### src/design/fetch_pkg.sv
package fetch_pkg;

    // widths that carry a meaning across the front end
    typedef logic [31:0] word_t;   // instruction or data word
    typedef logic [31:0] addr_t;   // byte address, pc and jump target
    typedef logic [15:0] half_t;   // upper half of a word kept across a boundary

    // fetch FSM, one-hot
    typedef enum logic [4:0] {
        STARTUP        = 5'b00001,   // memory pipeline filling
        ALIGNED        = 5'b00010,   // next instruction starts at bit 0 of the word
        UNALIGNED      = 5'b00100,   // next instruction starts in the saved half
        UNALIGNED_JUMP = 5'b01000,   // first word of an unaligned target in flight
        HALTED         = 5'b10000    // terminal
    } fetch_state_t;

    // placeholders driven while no instruction is valid
    localparam word_t NOP_IR = 32'h0000_0013;   // addi x0, x0, 0
    localparam addr_t NOP_PC = 32'hffff_ffff;

endpackage

### src/design/fetch_queue.sv
`timescale 1ns/1ps

module fetch_queue #(
    parameter int QUEUE_DEPTH = 4,
    parameter int CREDITS     = 4
) (
    input  logic             clk_i,
    input  logic             reset_i,

    // from fetch
    input  logic             push_i,
    input  fetch_pkg::addr_t pc_i,
    input  fetch_pkg::word_t ir_i,
    input  fetch_pkg::addr_t pc_next_i,
    output logic             ready_o,

    // to the consumer
    input  logic             credit_i,
    output logic             out_valid_o,
    output fetch_pkg::addr_t out_pc_o,
    output fetch_pkg::word_t out_ir_o,
    output fetch_pkg::addr_t out_pc_next_o
);

    localparam int PW = (QUEUE_DEPTH > 1) ? $clog2(QUEUE_DEPTH) : 1;
    localparam int CW = $clog2(QUEUE_DEPTH + 1);
    localparam int KW = $clog2(CREDITS + 1);
    localparam logic [PW-1:0] LAST_PTR   = PW'(QUEUE_DEPTH - 1);
    localparam logic [CW-1:0] FULL_CNT   = CW'(QUEUE_DEPTH);
    localparam logic [CW-1:0] ALMOST_CNT = CW'(QUEUE_DEPTH - 1);

    fetch_pkg::addr_t pc_mem      [QUEUE_DEPTH];
    fetch_pkg::word_t ir_mem      [QUEUE_DEPTH];
    fetch_pkg::addr_t pc_next_mem [QUEUE_DEPTH];

    logic [PW-1:0] wr_ptr_r;
    logic [PW-1:0] rd_ptr_r;
    logic [CW-1:0] count_r;
    logic [KW-1:0] credit_r;   // free slots on the consumer side
    logic          send;

    function automatic logic [PW-1:0] ptr_inc(input logic [PW-1:0] ptr);
        return (ptr == LAST_PTR) ? '0 : ptr + 1'b1;
    endfunction

    assign send = (count_r != '0) && (credit_r != '0);

    // leaves room for the item fetch already has on its outputs
    assign ready_o = push_i ? (count_r < ALMOST_CNT) : (count_r < FULL_CNT);

    always_ff @(posedge clk_i) begin
        if (reset_i) begin
            wr_ptr_r <= '0;
            rd_ptr_r <= '0;
            count_r  <= '0;
            credit_r <= KW'(CREDITS);
        end else begin
            if (push_i) begin
                wr_ptr_r <= ptr_inc(wr_ptr_r);
            end
            if (send) begin
                rd_ptr_r <= ptr_inc(rd_ptr_r);
            end
            case ({push_i, send})
                2'b10:   count_r <= count_r + 1'b1;
                2'b01:   count_r <= count_r - 1'b1;
                default: count_r <= count_r;
            endcase
            case ({credit_i, send})
                2'b10:   credit_r <= credit_r + 1'b1;   // consumer freed a slot
                2'b01:   credit_r <= credit_r - 1'b1;
                default: credit_r <= credit_r;
            endcase
        end
    end

    always_ff @(posedge clk_i) begin
        if (push_i) begin
            pc_mem[wr_ptr_r]      <= pc_i;
            ir_mem[wr_ptr_r]      <= ir_i;
            pc_next_mem[wr_ptr_r] <= pc_next_i;
        end
    end

    assign out_valid_o   = send;
    assign out_pc_o      = pc_mem[rd_ptr_r];
    assign out_ir_o      = ir_mem[rd_ptr_r];
    assign out_pc_next_o = pc_next_mem[rd_ptr_r];

endmodule

### config.mk
export PLATFORM = sky130hd
export DESIGN_NAME = fetch_queue
export DESIGN_NICKNAME = d
export VERILOG_FILES = /design/src/design/fetch_pkg.sv /design/src/design/fetch_queue.sv
export SDC_FILE = /design/constraint.sdc
export NUM_CORES = 1
export LEC_CHECK = 0
export BUFFER_PORTS_ARGS = -buffer_cell sky130_fd_sc_hd__buf_2
export CORE_UTILIZATION = 50
export CTS_CLUSTER_DIAMETER = 80
export DETAILED_ROUTE_END_ITERATION = 10
export PLACE_DENSITY = 0.76
export SYNTH_ARGS = -nofsm -noshare
export SYNTH_HDL_FRONTEND = slang
export SYNTH_SLANG_ARGS = --single-unit
### constraint.sdc
create_clock -name clk_i -period 3.6 [get_ports clk_i]
set_clock_uncertainty 0.15 [all_clocks]
set_input_delay 0.72 -clock clk_i [delete_from_list [all_inputs] [get_ports clk_i]]
set_output_delay 0.72 -clock clk_i [all_outputs]
set_load 0.05 [all_outputs]
* Yosys cells after proc, flatten, opt, wreduce, memory -nomap -nowiden *
Memories as Yosys holds them, arrays and structs flattened. A register that Yosys moved wholly into a read port is not among the register bits.
Index checks and enable logic that the tools add are counted.

word-level totals
  register bits = 10
  memory bits (writable) = 384
  bits of input ports = 100
  logic and storage cells = 39
  memories = 3

operators by class
  add/subtract/negate cells = 6
  $lt $le $gt $ge = 2
  equal/unequal tests = 6
  muxes and demuxes = 13
  reductions and logical operators = 5

memory list
  name         words  bits a word  read ports  clocked after memory_dff  wr ports  RTL line           text
  ir_mem       4      32           1           1                         1         fetch_queue.sv:33  fetch_pkg::word_t ir_mem [QUEUE_DEPTH];
  pc_mem       4      32           1           1                         1         fetch_queue.sv:32  fetch_pkg::addr_t pc_mem [QUEUE_DEPTH];
  pc_next_mem  4      32           1           1                         1         fetch_queue.sv:34  fetch_pkg::addr_t pc_next_mem [QUEUE_DEPTH];

operators by type and width
  operator                                                                      number
  2-bit 2-to-1 mux                                                              8
  3-bit one-hot mux with 2 select lines                                         2
  2-bit == test, second input constant                                          4
  3-bit by 1-bit adder with 3-bit output, second input constant                 2
  3-bit nonzero test                                                            2
  3-bit by 1-bit subtractor with 3-bit output, second input constant            2
  2-bit by 1-bit adder with 2-bit output, second input constant                 2
  2-bit by 1-bit == test with 1-bit output, second input constant               2
  2-bit nonzero test                                                            2
  3-bit by 2-bit less-than comparator with 1-bit output, second input constant  1
  3-bit less-than comparator, second input constant                             1
  1-bit 2-to-1 mux                                                              3
  1-bit logical AND                                                             1

* Logic depth before layout (Yosys ltp) *
  depth in word-level cells = 4
  gate-level depth with buffers = 8
  mapped depth without buffers = 8

* Worst setup path before layout *
OpenSTA, ideal clock, no wires.

  path kind = input to register
  start point = input port push_i
  end point = memory ir_mem[0][0] in the netlist's numbering, enable pin
  setup time = 0.465 ns
  arrival time = 2.940 ns
  data required time = 2.985 ns
  setup slack = 0.045 ns
  cell stages on the path = 1
  path through = and2_1

on the way
  word-level cells in the longest chain between the ends = 2

ends and longest elaborated chain
  item                                    RTL line           text
  start, declared                         fetch_queue.sv:11  input logic push_i,
  1-bit 2-to-1 mux                        fetch_queue.sv:78  if (push_i) begin
  1-bit 2-to-1 mux (implied by the code)  fetch_queue.sv:80  ir_mem[wr_ptr_r] <= ir_i;
  end, declared                           fetch_queue.sv:33

No other way between the ends.

==> results.ini <==
[pwr]
p_total_w = 0.0131
p_leak_nw = 5.82
power.density_cell_area_nw_per_um2 = 757
ir_worst_vdd_mv = 0.627

[detailed_routing]
post-route-drc-count = 0
drtPass1Iterations = 5
drt_iter0_drc = 473
routedWlPerCell_um = 21.4
antenna_left = 0
finalWirelength_um = 25900
vias = 6555
vias_per_cell = 5.41

[place]
io_buffers = 197
dp_hpwl_um = 16000
post_dp_cell_area_um2 = 16000
dp.cells = 1141
gp_congestion = 0.697

[critical_path]
r2r_cells = 8
reg2reg_from = count_r[0]
cp-end-kind = primary output
critPathKind = reg -> out
critPathArrivalTime_ns = 2.30
endpoint = out_pc_o[27]
worstReg2RegEnd = credit_r[2]
worstPathRequired_ns = 2.73
timing.reg2reg.setup_slack_ns = 1.16
crit_fanout = 24
startpoint_type = flop

[clock_tree]
numCtsBuffers = 40
cts_buffer_depth = 3
cts_tree = done
cts.sinks = 396
cts-resized-gates = 0
postCtsSetupBuffers = 0
clk_pin_slew_ns = 0.06
clock_latency_ns = 0.50
cts_hold_buffers = 0
cts_root_buf = clkbuf_16
htreeDepth = 2

[outcome]
status = complete, no violations

[layout]
design_area_um2 = 17300
drive_gt1_frac = 0.450
area_growth_pct = 19.2
final_nets = 914
instances_no_fill = 1212

[grt]
grt_pass1_wl_um = 38700
use_met2 = 0.292
antenna_found_initial = 6
grt_usage = 0.177
busiest_layer = met2
use_met3 = 0.0563
grt_pass1_vias = 6875
overflow = 0
grtUsageMet1 = 0.231
grt_max_degree = 51

[sta]
finalHoldViolCount = 0
max_freq_ghz = 0.315
setup_viol = 0
rsz0062_at_grt = false
setup_tns_ns = 0
max_slew_margin = 0.633
finalCritPeriodShare = 0.881
drv_slew = 0
worstMarginPinSlew_ns = 0.550
period_minus_slack_ns = 3.17

[floorplanning]
placementRows = 61
dieArea_um2 = 29700
pin_count = 198
core_um2 = 28200
die_h_um = 172
die_x_um = 172
start_util = 0.514

[yosys]
syn_inst = 571
synth_edf_count = 384
ys_ff_latch = 396
synth_nets = 680
synth_ff_type = edfxtp_1
synth_seq_area_share = 0.813
async_flop_share = 0
avgSynthCellArea_um2 = 25.4
synth_cell_types = 24
yosysWarnings = 0
synth_area_um2 = 14500

[hold_path]
worstHoldStart = ir_i[30]
hold_path.class = in -> reg

[flow_run]
cap_violations = 0

==> logic make-up (layout without fill, tap and decap cells) <==
kind of cell	count (synthesis)	in the layout	synth area share
AOI/OAI and AO/OA	9	9	0.00320
xor gates and xnor gates	4	4	0.00242
adders and majority gates	9	9	0.00881
buffers and inverters	33	294	0.0143
DFF	396	396	0.813
muxes	98	98	0.151
other	0	2	0
and+or+nand+nor	22	22	0.00803
==> cells in the mapped netlist (4+ instances only) <==
master      n  area share
nor2_1      9      0.0023
and2_1      4      0.0017
buf_8       4      0.0041
mux4_2     96        0.15
buf_2      11      0.0038
clkbuf_1    6      0.0016
edfxtp_1  384        0.80
inv_1      10      0.0026
xor2_1      4      0.0024
a21oi_1     5      0.0017
dfxtp_1    12       0.017
ha_1        7      0.0060
==> critical path, stage by stage (launching register included) <==
cell and delay (ns):
dfxtp_4 0.71, buf_12 0.29, mux4_2 0.55, buf_2 0.23
==> registers in the layout, summed over array words and instances (netlist names), named ones only <==
register and count:
ir_mem 128, pc_mem 128, pc_next_mem 128, count_r 3
credit_r 3, rd_ptr_r 2, wr_ptr_r 2
==> worst min path at each step <==
stage,depth (start not counted),to,slack (ns)
global placement,2,flop,0.33
global route,1,pc_next_mem[2][26],0.25
detailed placement,2,flop,0.35
finish,1,ir_mem[0][30],0.28
CTS,1,ir_mem[2][28],0.25
floorplan,2,flop,0.32
==> layout make-up <==
cell class              instances  area (um2)
diodes                          2        5.00
clock buffers                  51        1080
clock inverters                18         140
fillers                      1945       10900
inverters                      10        37.5
multi-input cells             142        2520
flip-flops and latches        396       11800
well taps                     378         473
repair buffers                215        1230
==> cell usage in the layout, fill, tap and decap left out, types with 3 or more instances in the layout <==
cell / instances
mux4_2: 96
edfxtp_1: 384
buf_2: 197
buf_12: 9
inv_1: 10
clkinv_1: 5
dfxtp_1: 10
ha_1: 7
nor2_1: 9
a21oi_1: 5
buf_4: 9
nor3_1: 3
o21ai_0: 3
and2_4: 4
xor2_1: 4
clkinv_2: 9
clkbuf_16: 41
clkbuf_1: 8
==> layer usage <==
metal | share of wire | wire length (um)
met5 | 0.00089 | 23
met4 | 0.014 | 366
met3 | 0.082 | 2120
met2 | 0.49 | 12600
met1 | 0.41 | 10700
==> power by group <==
| group | total (W) | internal [W] | switching [W] |
|---|---|---|---|
| sequential | 0.00546 | 0.00529 | 0.000173 |
| clock | 0.00384 | 0.00226 | 0.00157 |
| combinational | 0.00377 | 0.00120 | 0.00257 |
| total | 0.0131 | 0.00876 | 0.00431 |
==> per-stage QoR <==
step                       util  setup slack (ns)  hold WS, ns
after floorplan               -            0.0451        0.318
after CTS                 0.613             0.339        0.253
after detailed placement  0.570             0.899        0.348
after global routing      0.613             0.288        0.251
final                     0.613             0.428        0.277
after global placement    0.570             0.923        0.329
(Power assumes the default switching activity.)
