**config.mk**
```make
export PLATFORM = sky130hd
export DESIGN_NAME = stage_fetch
export DESIGN_NICKNAME = d
export VERILOG_FILES = /design/src/design/fetch_pkg.sv /design/src/design/decompressor.sv /design/src/design/stage_fetch.sv
export SDC_FILE = /design/constraint.sdc
export NUM_CORES = 1
export LEC_CHECK = 0
export ABC_AREA = 1
export BUFFER_PORTS_ARGS = -buffer_cell sky130_fd_sc_hd__buf_2
export CORE_MARGIN = 3
export CORE_UTILIZATION = 60
export CTS_CLUSTER_SIZE = 25
export DETAILED_ROUTE_END_ITERATION = 16
export PLACE_DENSITY_LB_ADDON = 0.2
export SLEW_MARGIN = 20
export SYNTH_ARGS = -nofsm -noshare
export SYNTH_HDL_FRONTEND = slang
export SYNTH_SLANG_ARGS = --single-unit
```
**constraint.sdc**
```tcl
create_clock -name clk_i -period 6.9 [get_ports clk_i]
set_clock_uncertainty 0.2 [all_clocks]
set_input_delay 1.38 -clock clk_i [delete_from_list [all_inputs] [get_ports clk_i]]
set_output_delay 1.38 -clock clk_i [all_outputs]
set_load 0.01 [all_outputs]
```
**src/design/fetch_pkg.sv**
```systemverilog
package fetch_pkg;

    // widths that carry a meaning across the front end
    typedef logic [31:0] word_t;   // instruction or data word
    typedef logic [31:0] addr_t;   // byte address, pc and jump target
    typedef logic [15:0] half_t;   // upper half of a word kept across a boundary

    // fetch FSM, one-hot
    typedef enum logic [4:0] {
        STARTUP        = 5'b00001,   // memory pipeline filling
        ALIGNED        = 5'b00010,   // next instruction starts at bit 0 of the word
        UNALIGNED      = 5'b00100,   // next instruction starts in the saved half
        UNALIGNED_JUMP = 5'b01000,   // first word of an unaligned target in flight
        HALTED         = 5'b10000    // terminal
    } fetch_state_t;

    // placeholders driven while no instruction is valid
    localparam word_t NOP_IR = 32'h0000_0013;   // addi x0, x0, 0
    localparam addr_t NOP_PC = 32'hffff_ffff;

endpackage

```
**src/design/decompressor.sv**
```systemverilog
`timescale 1ns/1ps

module decompressor (
    input  fetch_pkg::word_t ir_i,
    output fetch_pkg::word_t ir_o,
    output logic             compressed_o
);

    localparam logic [6:0] OPC_OP_IMM = 7'b0010011;
    localparam logic [6:0] OPC_OP     = 7'b0110011;
    localparam logic [6:0] OPC_LUI    = 7'b0110111;
    localparam logic [6:0] OPC_JAL    = 7'b1101111;

    logic [4:0]       rd;
    logic [4:0]       rs2;
    logic [5:0]       imm6;
    logic [11:0]      imm12;
    logic [19:0]      lui_imm;
    logic [19:0]      jal_imm;
    fetch_pkg::word_t expanded;

    assign compressed_o = (ir_i[1:0] != 2'b11);

    // common CI / CR fields
    assign rd   = ir_i[11:7];
    assign rs2  = ir_i[6:2];
    assign imm6 = {ir_i[12], ir_i[6:2]};

    assign imm12   = {{6{imm6[5]}}, imm6};
    assign lui_imm = {{14{imm6[5]}}, imm6};   // nzimm[17:12] into upper bits

    // c.j offset scattered over the CJ format, repacked as the jal immediate
    assign jal_imm = {
        ir_i[12],                                   // imm[20]
        ir_i[8], ir_i[10:9], ir_i[6], ir_i[7],      // imm[10:6]
        ir_i[2], ir_i[11], ir_i[5:3],               // imm[5:1]
        ir_i[12],                                   // imm[11]
        {8{ir_i[12]}}                               // imm[19:12]
    };

    always_comb begin
        expanded = '0;   // unsupported patterns stay illegal
        case (ir_i[1:0])
            2'b01: begin
                case (ir_i[15:13])
                    3'b000: begin
                        // c.addi, c.nop when rd and imm are zero
                        expanded = {imm12, rd, 3'b000, rd, OPC_OP_IMM};
                    end
                    3'b010: begin
                        expanded = {imm12, 5'd0, 3'b000, rd, OPC_OP_IMM};   // c.li
                    end
                    3'b011: begin
                        // rd == 2 is c.addi16sp, not handled
                        if (rd != 5'd2 && imm6 != 6'd0) begin
                            expanded = {lui_imm, rd, OPC_LUI};
                        end
                    end
                    3'b101: begin
                        expanded = {jal_imm, 5'd0, OPC_JAL};   // c.j, link to x0
                    end
                    default: begin
                        expanded = '0;
                    end
                endcase
            end
            2'b10: begin
                // rs2 == 0 would be c.jr / c.jalr / c.ebreak
                if (ir_i[15:13] == 3'b100 && rs2 != 5'd0) begin
                    if (ir_i[12]) begin
                        expanded = {7'd0, rs2, rd, 3'b000, rd, OPC_OP};     // c.add
                    end else begin
                        expanded = {7'd0, rs2, 5'd0, 3'b000, rd, OPC_OP};   // c.mv
                    end
                end
            end
            default: begin
                expanded = '0;
            end
        endcase
    end

    // full-size instructions pass untouched
    assign ir_o = compressed_o ? expanded : ir_i;

endmodule

```
**src/design/stage_fetch.sv**
```systemverilog
`timescale 1ns/1ps

module stage_fetch (
    input  logic             clk_i,
    input  logic             reset_i,
    input  logic             halt_i,

    // instruction memory
    output fetch_pkg::addr_t imem_addr_o,
    input  fetch_pkg::word_t imem_data_i,

    // jump request, held by the requester until taken
    input  logic             jmp_valid_i,
    input  fetch_pkg::addr_t jmp_addr_i,
    output logic             jmp_ready_o,

    // toward the queue
    input  logic             ready_i,
    output logic             valid_o,
    output fetch_pkg::addr_t pc_o,
    output fetch_pkg::word_t ir_o,
    output fetch_pkg::addr_t pc_next_o
);

    logic [1:0] first_cycle_r;

    fetch_pkg::fetch_state_t state_r;
    fetch_pkg::fetch_state_t state_next;

    // transitions
    logic halt;
    logic waiting;
    logic run_aligned;
    logic run_unaligned;
    logic jump;
    logic aligned_jump;
    logic unaligned_jump_1;
    logic unaligned_jump_2;
    logic advance;
    logic stay_aligned;
    logic lose_alignment;
    logic stay_unaligned;
    logic gain_alignment;
    logic emit;

    fetch_pkg::word_t candidate_ir;
    fetch_pkg::word_t decompressed_ir;
    logic             compressed;

    fetch_pkg::addr_t imem_addr;
    fetch_pkg::addr_t imem_addr_r;   // address of the word now on imem_data_i
    fetch_pkg::addr_t pc_next_r;
    fetch_pkg::addr_t jmp_addr_r;
    fetch_pkg::half_t saved_ir_r;

    // two cycles for the memory read pipe to fill
    always_ff @(posedge clk_i) begin
        if (reset_i) begin
            first_cycle_r <= 2'b11;
        end else begin
            first_cycle_r <= {1'b0, first_cycle_r[1]};
        end
    end

    assign jmp_ready_o = (state_r == fetch_pkg::ALIGNED || state_r == fetch_pkg::UNALIGNED)
                         && !halt_i && ready_i;

    always_comb begin
        halt             = (state_r == fetch_pkg::HALTED) || halt_i;
        waiting          = (state_r == fetch_pkg::STARTUP) && first_cycle_r[0];
        run_aligned      = ((state_r == fetch_pkg::STARTUP) && !first_cycle_r[0])
                           || (state_r == fetch_pkg::ALIGNED);
        run_unaligned    = (state_r == fetch_pkg::UNALIGNED);
        jump             = jmp_valid_i && jmp_ready_o;
        aligned_jump     = jump && (jmp_addr_i[1:0] == 2'b00);
        unaligned_jump_1 = jump && (jmp_addr_i[1:0] != 2'b00);
        unaligned_jump_2 = (state_r == fetch_pkg::UNALIGNED_JUMP) && !halt_i;
        advance          = !halt_i && ready_i && !jump;   // a jump drops this slot
        stay_aligned     = run_aligned   && advance && !compressed;
        lose_alignment   = run_aligned   && advance &&  compressed;
        stay_unaligned   = run_unaligned && advance && !compressed;
        gain_alignment   = run_unaligned && advance &&  compressed;
        emit             = stay_aligned || lose_alignment || stay_unaligned || gain_alignment;
    end

    always_comb begin
        if (halt) begin
            state_next = fetch_pkg::HALTED;   // never left
        end else if (waiting) begin
            state_next = fetch_pkg::STARTUP;
        end else if (stay_aligned || gain_alignment || aligned_jump) begin
            state_next = fetch_pkg::ALIGNED;
        end else if (lose_alignment || stay_unaligned || unaligned_jump_2) begin
            state_next = fetch_pkg::UNALIGNED;
        end else if (unaligned_jump_1) begin
            state_next = fetch_pkg::UNALIGNED_JUMP;
        end else begin
            state_next = state_r;   // stall
        end
    end

    always_ff @(posedge clk_i) begin
        if (reset_i) begin
            state_r <= fetch_pkg::STARTUP;
        end else begin
            state_r <= state_next;
        end
    end

    // instruction candidate for this cycle
    always_comb begin
        if (run_aligned) begin
            candidate_ir = imem_data_i;
        end else if (run_unaligned) begin
            candidate_ir = {imem_data_i[15:0], saved_ir_r};
        end else begin
            candidate_ir = fetch_pkg::NOP_IR;
        end
    end

    decompressor u_decompressor (
        .ir_i         (candidate_ir),
        .ir_o         (decompressed_ir),
        .compressed_o (compressed)
    );

    always_comb begin
        if (waiting) begin
            imem_addr = '0;
        end else if (stay_aligned || lose_alignment || stay_unaligned || unaligned_jump_2) begin
            imem_addr = imem_addr_r + 32'd4;
        end else if (aligned_jump || unaligned_jump_1) begin
            imem_addr = {jmp_addr_i[31:2], 2'b00};
        end else begin
            imem_addr = imem_addr_r;   // stall, halt, or reread on gain_alignment
        end
    end

    assign imem_addr_o = imem_addr;

    always_ff @(posedge clk_i) begin
        if (reset_i) begin
            imem_addr_r <= '0;
        end else begin
            imem_addr_r <= imem_addr;
        end
    end

    // registered item, one shot per emitted instruction
    always_ff @(posedge clk_i) begin
        if (reset_i) begin
            valid_o <= 1'b0;
            pc_o    <= fetch_pkg::NOP_PC;
            ir_o    <= fetch_pkg::NOP_IR;
        end else begin
            valid_o <= emit;
            pc_o    <= emit ? pc_next_r : fetch_pkg::NOP_PC;
            ir_o    <= emit ? decompressed_ir : fetch_pkg::NOP_IR;
        end
    end

    always_ff @(posedge clk_i) begin
        if (reset_i) begin
            pc_next_r <= '0;
        end else if (halt) begin
            pc_next_r <= fetch_pkg::NOP_PC;
        end else if (waiting) begin
            pc_next_r <= '0;
        end else if (lose_alignment || gain_alignment) begin
            pc_next_r <= pc_next_r + 32'd2;
        end else if (stay_aligned || stay_unaligned) begin
            pc_next_r <= pc_next_r + 32'd4;
        end else if (aligned_jump) begin
            pc_next_r <= jmp_addr_i;
        end else if (unaligned_jump_2) begin
            pc_next_r <= jmp_addr_r;
        end
    end

    assign pc_next_o = pc_next_r;

    always_ff @(posedge clk_i) begin
        if (unaligned_jump_1) begin
            jmp_addr_r <= jmp_addr_i;
        end
    end

    // upper half that starts the next instruction
    always_ff @(posedge clk_i) begin
        if (lose_alignment || stay_unaligned || unaligned_jump_2) begin
            saved_ir_r <= imem_data_i[31:16];
        end
    end

endmodule

```
; Word-level counts from Yosys, hierarchy flattened
; Cells that the tools add are included.
[classes]
n_shift = 0
n_mul = 0
bitwise_logic = 1
n_addsub = 3
n_eq_ne = 13
reduce_logical = 49
mux = 23
div_mod_pow = 0
order_cmp = 0
[ops]
columns = cell, count
row1 = $mux W32, 13
row2 = $pmux W32 S4, 1
row3 = $add A32 B3 Y32 const B, 2
row4 = $pmux W32 S2, 1
row5 = $add A32 B2 Y32 const B, 1
row6 = $mux W25, 1
row7 = $mux W5, 5
row8 = $mux W20, 1
row9 = $logic_and A1 B1 Y1, 18
row10 = $logic_or A1 B1 Y1, 14
row11 = $reduce_bool A6 Y1, 2
row12 = $reduce_bool A5 Y1, 2
row13 = $eq A3 B2 Y1 const B, 2
row14 = $eq A3 B3 Y1 const B, 2
row15 = $eq A5 B1 Y1 const B, 1
row16 = $eq A5 B2 Y1 const B, 1
row17 = $eq A5 B3 Y1 const B, 1
row18 = $eq A5 B4 Y1 const B, 1
row19 = $eq A5 B5 Y1 const B, 1
row20 = $ne A5 B2 Y1 const B, 1
row21 = $reduce_or A5 Y1, 1
row22 = $logic_not A1 Y1, 4
row23 = $reduce_bool A2 Y1, 2
row24 = $reduce_or A4 Y1, 1
row25 = 10 further kinds, 10
[totals]
ram_bits = 0
input_bits = 69
elab_cells = 102
mem_count = 0
latchBits = 0
reg_bits = 184
romBits = 0
output_inout_bits = 130

; Depth between registers and ports, before layout
; Gate-level depths: netlist of the first run.
[logic_depth]
depth_word = 15
ltp_mapped = 18
depth_no_buf = 16

; Hierarchy
; From an unflattened synthesis of the first run, not the netlist that was laid out.
[unflattened]
cells_unflattened = 1589
area_unflattened_um2 = 10729.0
[modules_own_cells]
columns = mod, cells_per_inst, area_per_inst_um2, n_inst
row1 = stage_fetch, 1421, 9899.5, 1
row2 = decompressor, 168, 829.5, 1

; Worst setup path after synthesis of the first run
; OpenSTA, ideal clock, no wires.
[synth_timing]
path_type = input -> output
from = input port imem_data_i[0]
to = output port imem_addr_o[10]
path_buffers = 2
arrival_ps = 2922
stages = 10
t_required_ps = 5320
slack_ps = 2398
path_cell_list = o22ai_1 inv_1 ha_1 clkbuf_1 nand3_1 nand2_1 nor2_4 buf_2 nor2_1 nor3_1
[synth_between]
elab_chain_len = 9
elab_cells_between_ends = 11
cone_classes = eq/ne: 1 / mux: 3 / reduce/logical: 7
[synth_rtl]
columns = element, line
row1 = "start, declared", stage_fetch.sv:10  ; input fetch_pkg::word_t imem_data_i,
row2 = $mux W32 (*), stage_fetch.sv:112  ; if (run_aligned) begin
row3 = $ne A2 B2 Y1 (*), decompressor.sv:22  ; assign compressed_o = (ir_i[1:0] != 2'b11);
row4 = $logic_not A1 Y1, "stage_fetch.sv:79, stage_fetch.sv:81"
row5 = $logic_and A1 B1 Y1, stage_fetch.sv:79  ; stay_aligned = run_aligned && advance && !compressed;
row6 = $logic_or A1 B1 Y1, stage_fetch.sv:130  ; end else if (stay_aligned || lose_alignment || stay_unaligned || unaligned_jump_2) begin
row7 = $logic_or A1 B1 Y1 (*) (2 in a row), stage_fetch.sv:130
row8 = $mux W32 (*), stage_fetch.sv:130
row9 = $mux W32 (*), stage_fetch.sv:128  ; if (waiting) begin
row10 = "end, declared", stage_fetch.sv:9  ; output fetch_pkg::addr_t imem_addr_o,
; Every way passes the cells marked *; elsewhere a longest branch is shown, timed or not.

; Worst setup path in the final report of the first run
[layout_timing]
from = input port ready_i
to = output port imem_addr_o[9]
[layout_between]
elab_chain_len = 11
elab_cells_between_ends = 19
cone_classes = mux: 3 / reduce/logical: 16
[layout_rtl]
columns = element, line
row1 = "start, declared", stage_fetch.sv:18  ; input logic ready_i,
row2 = $logic_and A1 B1 Y1, stage_fetch.sv:66  ; && !halt_i && ready_i;
row3 = $logic_and A1 B1 Y1, stage_fetch.sv:74  ; jump = jmp_valid_i && jmp_ready_o;
row4 = $logic_not A1 Y1, stage_fetch.sv:78  ; advance = !halt_i && ready_i && !jump;
row5 = $logic_and A1 B1 Y1, stage_fetch.sv:78
row6 = $logic_and A1 B1 Y1, "stage_fetch.sv:79, stage_fetch.sv:80"
row7 = "$logic_and A1 B1 Y1, on equally long branches", "stage_fetch.sv:79, stage_fetch.sv:80"
row8 = $logic_or A1 B1 Y1 (3 in a row), stage_fetch.sv:130
row9 = $mux W32 (*), stage_fetch.sv:130
row10 = $mux W32 (*), stage_fetch.sv:128
; Marks and branches as above.

==> results of run 1 <==
registers in the layout, summed over array words and instances (netlist names):
| signal | cells |
|---|---|
| first_cycle_r | 2 |
| imem_addr_r | 32 |
| ir_o | 32 |
| jmp_addr_r | 32 |
| pc_next_o | 32 |
| pc_o | 32 |
| saved_ir_r | 16 |
| state_r | 5 |
| valid_o | 1 |
where the power goes:
part / total [mW] / internal (mW) / switching (mW)
sequential: 1.18 / 1.13 / 0.0466
combinational: 0.296 / 0.0952 / 0.201
clock: 0.978 / 0.538 / 0.439
cell families after synthesis:
| logic type | Yosys count | synth area share [%] |
|---|---|---|
| compound gates | 214 | 11.44 |
| xor+xnor | 70 | 6.008 |
| fa+ha+maj | 6 | 0.7356 |
| buf+inv | 219 | 8.644 |
| flops | 184 | 40.80 |
| mux | 5 | 0.4905 |
| simple gates | 756 | 31.88 |
critical path: stages:
cell	delay, ns
buf_2	0.09
inv_1	0.14
nor2_1	0.10
nand3_4	0.08
buf_4	0.40
inv_4	0.23
nor3_4	0.27
nand3_1	0.10
nand2_1	0.16
nor2_4	0.05
inv_2	0.47
o21ai_0	0.20
o21ai_1	0.16
nor2_1	0.05
buf_2	0.14
cell type report:
| type | count | area [um2] |
|---|---|---|
| clock buffers | 19 | 432.9 |
| multi-input cells | 1051 | 5161 |
| fillers | 1394 | 4800 |
| flip-flops and latches | 184 | 4164 |
| well taps | 220 | 275.3 |
| clock inverters | 13 | 147.6 |
| inverters | 158 | 595.6 |
| repair buffers | 208 | 1066 |
cell usage after synthesis (all sizes together), types with 2 or more instances:
cell     instances
inv            158
nand2          421
o2111ai          3
o211ai          16
nor4            17
buf             28
nor2           142
xnor2            6
clkbuf          33
ha               6
edfxtp          48
mux2i            5
a22o             5
nor3            39
a21boi           2
a31oi            8
a21oi           83
nand3           97
o22ai            2
o21ai           93
dfxtp          136
nand4           22
or2             17
xor2            64
metal layers:
layer	GRT usage, %	part of all wire (%)	vias to the layer above
met5	0	0.076	-
met4	12.60	2.9	4
met3	7.032	12	79
met2	53.47	45	659
met1	47.96	41	4800
li1	-	-	5047
worst paths after layout:
check,depth (start not counted),endpoint,slack (ns),start
setup reg to reg,12,pc_next_o[17],2.72,state_r[2]
setup / recovery,15,imem_addr_o[9],1.27,ready_i
hold / removal,1,first_cycle_r[0],0.21,first_cycle_r[1]
hold reg to reg,1,first_cycle_r[0],0.21,first_cycle_r[1]
placed cells by master, fill, tap and decap left out, drive strengths merged, types with 19 or more instances in the layout:
master,instances
dfxtp,136
buf,208
nor2,142
clkbuf,19
xor2,64
nor3,39
a21oi,83
nand2,421
edfxtp,48
nand4,22
o21ai,93
inv,160
nand3,97
==> impl_metrics.env, run 1 <==
export IMPL_crit_type="in -> out"
export IMPL_yosysWarnings=0
export IMPL_die_h_um=136.4
export IMPL_place_inst=1821
export IMPL_relSlewSlack_pct=38.27
export IMPL_synth_top_area_share_pct=26.68
export IMPL_yosysUniqueCellTypes=43
export IMPL_num_rows=47
export IMPL_syn_nets=1529
export IMPL_ys_async_sr_fraction_pct=0
export IMPL_wl_per_cell_um=17.68
export IMPL_grt_use_total_pct=34.56
export IMPL_core_area_mm2=0.01664
export IMPL_avgSynthCellArea_um2=7.018
export IMPL_rsz0062_at_grt="no"
export IMPL_netlist_instances=1454
export IMPL_crit_fanout=41
export IMPL_drive_above_1_share_pct=17.02
export IMPL_htree_levels=4
export IMPL_io_buffer_count=198
export IMPL_vdd_ir_drop_max_uv=180.4
export IMPL_viasPerCell=5.715
export IMPL_fin_nets=1695
export IMPL_synth_top_flop_cell="dfxtp_1"
export IMPL_powerDensity_mw_per_mm2=207.2
export IMPL_yosys_area_top_type="dfxtp_1"
export IMPL_grt_max_degree=53
export IMPL_overflow=0
export IMPL_postCtsSetupRepairBufs=0
export IMPL_worst_ep_arrival_time_ns=4.05
export IMPL_hold_buffers=0
export IMPL_die_x_um=136.4
export IMPL_required_ns=5.32
export IMPL_layout_setup_ws_ns=1.267
export IMPL_num_antenna_cells=0
export IMPL_synth_area_mm2=0.01020
export IMPL_finalHoldViolations=0
export IMPL_cts_tree="yes"
export IMPL_finalSetupViolations=0
export IMPL_dr_first_iter_drc_count=1143
export IMPL_die_area_mm2=0.01861
export IMPL_num_io_pins=199
export IMPL_maxSlewViolCount=0
export IMPL_grt_pass1_wl_um=50090
export IMPL_dpl_hpwl_um=23940
export IMPL_finalCritPeriodShare_pct=81.63
export IMPL_clk_path_buf_depth=2
export IMPL_clkTransAtPathRegs_ns=0.06
export IMPL_fmax_mhz=177.5
export IMPL_syn_to_final_growth_pct=16.05
export IMPL_placed_cell_area_mm2=0.01126
export IMPL_hp_class="reg -> reg"
export IMPL_drt_total_wl_um=32760
export IMPL_start_util_pct=61.32
export IMPL_layout_cells_non_filler=1853
export IMPL_dr_pass1_iters=7
export IMPL_grt_pass1_vias=9467
export IMPL_root_buffer="clkbuf_16"
export IMPL_grt_antenna_before_repair=3
export IMPL_vias=10589
export IMPL_finalPower_mw=2.454
export IMPL_clk_latency_ns=0.43
export IMPL_drv_cap=0
export IMPL_gp_congestion=0.9588
export IMPL_synth_edff_count=48
export IMPL_synth_seq_cells=184
export IMPL_yosys_top_cells_area="dfxtp_1 (27%), nand2_1 (15%), edfxtp_1 (14%)"
export IMPL_start_kind="input port"
export IMPL_setup_tns_ns=0
export IMPL_worstMarginPinSlew_ns=0.9226
export IMPL_post_route_util_pct=71.16
export IMPL_fin_area_mm2=0.01184
export IMPL_ys_seq_area_share_pct=40.80
export IMPL_ant_nets=0
export IMPL_hold_slack_ns=0.2097
export IMPL_outcome="finished clean"
export IMPL_drcViolationCount=0
export IMPL_min_period_ns=5.633
export IMPL_clkSinkCount=184
export IMPL_p_leak_nw=5.216
export IMPL_cts_resized=0
export IMPL_pre_cts_slack_ns=1.279
export IMPL_cts_buffers=17
export IMPL_worstSetupEndpointType="output port"
No activity file was read; power rests on OpenSTA's default activity.
==> inputs of run 2 (changes only) <==
--- a/config.mk
+++ b/config.mk
@@ -5,10 +5,10 @@
 export SDC_FILE = /design/constraint.sdc
 export NUM_CORES = 1
 export LEC_CHECK = 0
-export ABC_AREA = 1
+export ABC_AREA = 0
 export BUFFER_PORTS_ARGS = -buffer_cell sky130_fd_sc_hd__buf_2
 export CORE_MARGIN = 3
-export CORE_UTILIZATION = 60
+export CORE_UTILIZATION = 49
 export CTS_CLUSTER_SIZE = 25
 export DETAILED_ROUTE_END_ITERATION = 16
 export PLACE_DENSITY_LB_ADDON = 0.2
==> constraint.sdc (replaced) <==
create_clock -name clk_i -period 4.9 [get_ports clk_i]
set_clock_uncertainty 0.2 [all_clocks]
set_input_delay 0.98 -clock clk_i [delete_from_list [all_inputs] [get_ports clk_i]]
set_output_delay 0.98 -clock clk_i [all_outputs]
set_load 0.01 [all_outputs]
==> run 2 against run 1 <==
Against the previous run: wire length down 13%; hold slack worse by 0.00075 ns; non-clock buffer count up 13; via count down 19%; global-route usage down 7.3 points; clock-buffer cell count up 2; cell count down 24%; sequential share of layout area up 3.2 points; critical path depth down 2; sequential power up 39%; first-iteration DRC count down 17%; area after synthesis down 11%.
==> impl_metrics.env, run 2 <==
export IMPL_maxSlewViolCount=0
export IMPL_outcome="finished clean"
export IMPL_drcViolationCount=0
export IMPL_finalHoldViolations=0
export IMPL_gp_congestion=0.9562
export IMPL_synth_most_common_cell="dfxtp_1"
export IMPL_die_h_um=141.8
export IMPL_netlist_instances=990
export IMPL_root_buffer="clkbuf_16"
export IMPL_crit_type="reg -> out"
export IMPL_wl_per_cell_um=20.33
export IMPL_drv_cap=0
export IMPL_num_io_pins=199
export IMPL_synth_fa_ha_area_share_pct=0.8306
export IMPL_vdd_ir_drop_max_uv=256.3
export IMPL_syn_nets=1065
export IMPL_synth_compound_area_share_pct=23.28
export IMPL_setup_tns_ns=0
export IMPL_clk_latency_ns=0.43
export IMPL_cts_tree="yes"
export IMPL_ant_nets=0
export IMPL_clkSinkCount=184
export IMPL_p_leak_nw=4.292
export IMPL_worst_ep_arrival_time_ns=3.49
export IMPL_place_inst=1370
export IMPL_layout_cells_non_filler=1404
export IMPL_yosys_area_top_type="dfxtp_1"
export IMPL_rsz0062_at_grt="no"
export IMPL_hp_class="reg -> reg"
export IMPL_viasPerCell=6.147
export IMPL_avgSynthCellArea_um2=9.130
export IMPL_yosysWarnings=0
export IMPL_grt_pass1_vias=7724
export IMPL_yosys_top_cells_area="dfxtp_1 (30%), edfxtp_1 (16%), nor2_1 (4.0%)"
export IMPL_synthTopCellsByCount="dfxtp_1 (136), nor2_1 (96), nand2_1 (63)"
export IMPL_ys_seq_area_share_pct=46.07
export IMPL_start_kind="flip-flop"
export IMPL_min_period_ns=4.666
export IMPL_core_area_mm2=0.01802
export IMPL_synth_mux_area_share_pct=3.059
export IMPL_relSlewSlack_pct=52.34
export IMPL_powerDensity_mw_per_mm2=306.8
export IMPL_mostFrequentLayoutCells="buf_2 (198), dfxtp_1 (133), nor2_1 (95)"
export IMPL_ys_async_sr_fraction_pct=0
export IMPL_synth_seq_cells=184
export IMPL_yosysUniqueCellTypes=82
export IMPL_grt_max_degree=61
export IMPL_synth_top_area_share_pct=30.12
export IMPL_synth_top_family_by_area="compound AO/OA/AOI/OAI gates"
export IMPL_finalCritPeriodShare_pct=95.22
export IMPL_synth_area_mm2=0.009039
export IMPL_dr_pass1_iters=5
export IMPL_synth_xor_area_share_pct=2.519
export IMPL_worstSetupEndpointType="output port"
export IMPL_clkTransAtPathRegs_ns=0.07
export IMPL_start_util_pct=50.15
export IMPL_fmax_mhz=214.3
export IMPL_die_area_mm2=0.02011
export IMPL_dpl_hpwl_um=20500
export IMPL_num_antenna_cells=0
export IMPL_num_rows=49
export IMPL_overflow=0
export IMPL_grt_use_total_pct=27.24
export IMPL_final_common_cell="buf_2"
export IMPL_htree_levels=4
export IMPL_fin_nets=1237
export IMPL_grt_pass1_wl_um=43320
export IMPL_worstMarginPinSlew_ns=0.7122
export IMPL_cts_buffers=17
export IMPL_synth_top_flop_cell="dfxtp_1"
export IMPL_grt_antenna_before_repair=0
export IMPL_dr_first_iter_drc_count=952
export IMPL_required_ns=3.72
export IMPL_drt_total_wl_um=28540
export IMPL_vias=8630
export IMPL_yosys_area_share_simple_pct=20.06
export IMPL_clk_path_buf_depth=2
export IMPL_synth_edff_count=48
export IMPL_drive_above_1_share_pct=25.79
export IMPL_crit_fanout=19
export IMPL_die_x_um=141.8
export IMPL_hold_buffers=0
export IMPL_io_buffer_count=198
export IMPL_syn_to_final_growth_pct=20.24
export IMPL_finalSetupViolations=0
-- run 2: cell types whose count changed after synthesis, sizes merged, moves of 25 or more --
cell / delta
inv: -134
nand2: -358
nor2: -45
xor2: -54
o22ai: +25
or3: +31
o21ai: -34
a21oi: -29
nand3: -49
-- run 2: cell type report --
cell class                      count  area, um2
Fill cell                        1611       7157
Inverter                           24      90.09
Sequential cell                   184       4168
Clock buffer                       21      514.2
Multi-Input combinational cell    714       4564
Clock inverter                     11      81.33
Timing Repair Buffer              221       1164
Tap cell                          229      286.5
-- run 2: repair_timing --
action                     CTS  global route
setup buffers                0             1
setup endpoints to repair    0            22
resized for setup            0            12
-- run 2: stage by stage --
stage / instance area (um2) / util, % / hold slack [ns] / setup slack, ns / power (mW)
global placement: 10200 / 56.61 / 0.1937 / 0.5315 / 1.983
detailed placement: 10200 / 56.61 / 0.1937 / 0.4572 / 1.987
finish: 10870 / 60.29 / 0.2090 / 0.2340 / 3.335
floorplan: 9039 / - / 0.1895 / 0.5824 / 1.839
CTS: 10800 / 59.91 / 0.2099 / 0.02627 / 3.332
global route: 10870 / 60.29 / 0.2259 / 0.06115 / 3.436
-- run 2: routing by layer --
metal,wire (um),GRT usage [%]
met5,0,0
met4,822,8.636
met3,2387,4.853
met1,12460,38.75
met2,12870,42.29
-- run 2: kinds of logic (layout without fill, tap and decap cells) --
kind of cell,after synthesis,count (layout)
AND/OR/NAND/NOR,359,359
AO/OA/AOI/OAI,296,297
flip-flops,184,184
buffers and inverters,93,277
XOR/XNOR,26,26
multiplexers,26,26
adder cells (fa/ha/maj),6,6
-- run 2: path summary, 6_finish.rpt --
| path | start | endpoint | slack, ns | cells after the start |
|---|---|---|---|---|
| worst max register to register | state_r[2] | ir_o[29] | 1.23 | 12 |
| worst min-delay path | first_cycle_r[1] | first_cycle_r[0] | 0.21 | 1 |
| worst min register to register | first_cycle_r[1] | first_cycle_r[0] | 0.21 | 1 |
| worst max-delay path | state_r[1] | imem_addr_o[22] | 0.23 | 13 |
-- run 2: worst max-delay path, stage by stage (launching register included) --
cell and delay, ns:
dfxtp_2 0.45, nor2b_1 0.07, buf_4 0.17, nand2_2 0.16, o22a_1 0.25, ha_1 0.21, nand3_1 0.22, a21boi_4 0.33
or3_4 0.20, buf_4 0.23, o21ai_0 0.13, a221oi_1 0.40, nor2_1 0.07, buf_2 0.15
-- run 2: report_power, final --
group | internal [mW] | switching, mW
Clock | 0.758 | 0.614
Sequential | 1.59 | 0.0544
Combinational | 0.115 | 0.204
==> inputs of run 3 (changes only) <==
--- a/config.mk
+++ b/config.mk
@@ -8,7 +8,8 @@
 export ABC_AREA = 0
 export BUFFER_PORTS_ARGS = -buffer_cell sky130_fd_sc_hd__buf_2
 export CORE_MARGIN = 3
-export CORE_UTILIZATION = 49
+export CORE_UTILIZATION = 40
+export CTS_BUF_LIST = sky130_fd_sc_hd__clkbuf_8
 export CTS_CLUSTER_SIZE = 25
 export DETAILED_ROUTE_END_ITERATION = 16
 export PLACE_DENSITY_LB_ADDON = 0.2
==> run 3 against run 2 <==
Against the previous run: cell count increased by 3.9%; wire length increased by 4.3%; first-iteration DRC count decreased by 6.5%.
==> impl_metrics.env, run 3 (synthesis gave the netlist of run 2 again) <==
export IMPL_dr_first_iter_drc_count=890
export IMPL_met2_length_um=13250
export IMPL_min_period_ns=4.656
export IMPL_grt_use_total_pct=23.64
export IMPL_clkTransAtPathRegs_ns=0.10
export IMPL_placed_cell_area_mm2=0.01028
export IMPL_drive_above_1_share_pct=25.95
export IMPL_grt_pass1_wl_um=45580
export IMPL_hold_slack_ns=0.2273
export IMPL_rsz0062_at_grt="no"
export IMPL_viasPerCell=5.862
export IMPL_finalSetupViolations=0
export IMPL_drt_total_wl_um=29780
export IMPL_p_leak_nw=4.227
export IMPL_hp_class="reg -> reg"
export IMPL_root_buffer="clkbuf_8"
export IMPL_mostFrequentLayoutCells="buf_2 (198), dfxtp_1 (134), nor2_1 (94)"
export IMPL_grt_antenna_before_repair=2
export IMPL_grt_max_degree=70
export IMPL_core_area_mm2=0.02203
export IMPL_relSlewSlack_pct=51.40
export IMPL_finalHoldViolations=0
export IMPL_fin_nets=1241
export IMPL_vdd_ir_drop_max_uv=159.5
export IMPL_die_area_mm2=0.02444
export IMPL_cts_buffers=17
export IMPL_pre_cts_slack_ns=0.4327
export IMPL_drt_met1_wl_um=13540
export IMPL_hold_buffers=0
export IMPL_num_antenna_cells=0
export IMPL_io_buffer_count=198
export IMPL_start_kind="flip-flop"
export IMPL_htree_levels=4
export IMPL_syn_to_final_growth_pct=19.10
export IMPL_dr_pass1_iters=6
export IMPL_worst_ep_arrival_time_ns=3.48
export IMPL_maxSlewViolCount=0
export IMPL_routed_wl_met3_um=2460
export IMPL_powerDensity_mw_per_mm2=281.5
export IMPL_crit_type="reg -> out"
export IMPL_layout_setup_ws_ns=0.2438
export IMPL_fillers=2161
export IMPL_ant_nets=0
export IMPL_cts_tree="yes"
export IMPL_die_x_um=156.3
export IMPL_setup_tns_ns=0
export IMPL_final_common_cell="buf_2"
export IMPL_clkSinkCount=184
export IMPL_overflow=0
export IMPL_drv_cap=0
export IMPL_wl_per_cell_um=20.41
export IMPL_dpl_hpwl_um=22050
export IMPL_clk_latency_ns=0.49
export IMPL_outcome="finished clean"
export IMPL_clk_path_buf_depth=2
export IMPL_grt_pass1_vias=7822
export IMPL_worstSetupEndpointType="output port"
export IMPL_worstMarginPinSlew_ns=0.7264
export IMPL_required_ns=3.72
export IMPL_fin_area_mm2=0.01077
export IMPL_crit_fanout=8
export IMPL_num_io_pins=199
export IMPL_num_rows=54
export IMPL_top_layer_used="met5"
export IMPL_start_util_pct=41.04
export IMPL_vias=8553
export IMPL_finalCritPeriodShare_pct=95.02
export IMPL_gp_congestion=0.9161
export IMPL_fmax_mhz=214.8
export IMPL_drcViolationCount=0
export IMPL_die_h_um=156.3
==> run 3: path summary, 6_finish.rpt <==
check | start | endpoint | slack (ns) | cells past startpoint
min | first_cycle_r[1] | first_cycle_r[0] | 0.23 | 1
max | state_r[2] | imem_addr_o[26] | 0.24 | 12
max reg2reg | state_r[2] | ir_o[29] | 1.09 | 11
min reg2reg | first_cycle_r[1] | first_cycle_r[0] | 0.23 | 1
==> run 3: layout make-up <==
class                           count  area [um2]  area share (%)
Multi-Input combinational cell    713        4553           42.29
Sequential cell                   184        4167           38.70
Timing Repair Buffer              226        1201           11.16
Tap cell                          280       350.3           3.254
Clock buffer                       18       247.7           2.301
Clock inverter                     14       156.4           1.453
Inverter                           24       90.09          0.8368
==> run 3: power by group <==
| part | total, mW | internal (mW) | leakage, nW | switching (mW) |
|---|---|---|---|---|
| registers | 1.64 | 1.59 | 1.54 | 0.0559 |
| logic | 0.324 | 0.118 | 2.48 | 0.206 |
| clock network | 1.06 | 0.441 | 0.208 | 0.622 |
==> run 3: per-layer routing <==
layer | vias to the layer above | GRT usage, %
met2 | 425 | 35.97
met1 | 4009 | 34.96
met3 | 42 | 3.650
met4 | 4 | 6.503
li1 | 4073 | -
met5 | - | 0
==> run 3: timing repair <==
action / 4_1_cts / 5_1_grt
pin swaps: 0 / 4
endpoints found under the setup margin: 1 / 24
gates resized for setup: 1 / 9
buffers inserted: 0 / 4
==> run 3: stage by stage <==
step | std cells | power (mW) | utilization [%]
after global routing | 1459 | 3.142 | 48.88
after CTS | 1455 | 3.042 | 48.56
after global placement | 1423 | 1.991 | 46.69
after floorplan | 990 | 1.839 | -
after detailed placement | 1423 | 1.994 | 46.69
final | 1459 | 3.030 | 48.88
==> run 3: worst max-delay path, stage by stage (launching register included) <==
cell and delay [ns]:
dfxtp_1 0.53, nor2b_1 0.24, nand2_2 0.16, o22a_1 0.29, ha_1 0.24, nand3_1 0.14
a21boi_4 0.11, o211a_1 0.27, nor2b_1 0.14, buf_4 0.16, a311oi_1 0.40, a211oi_1 0.12
buf_2 0.17
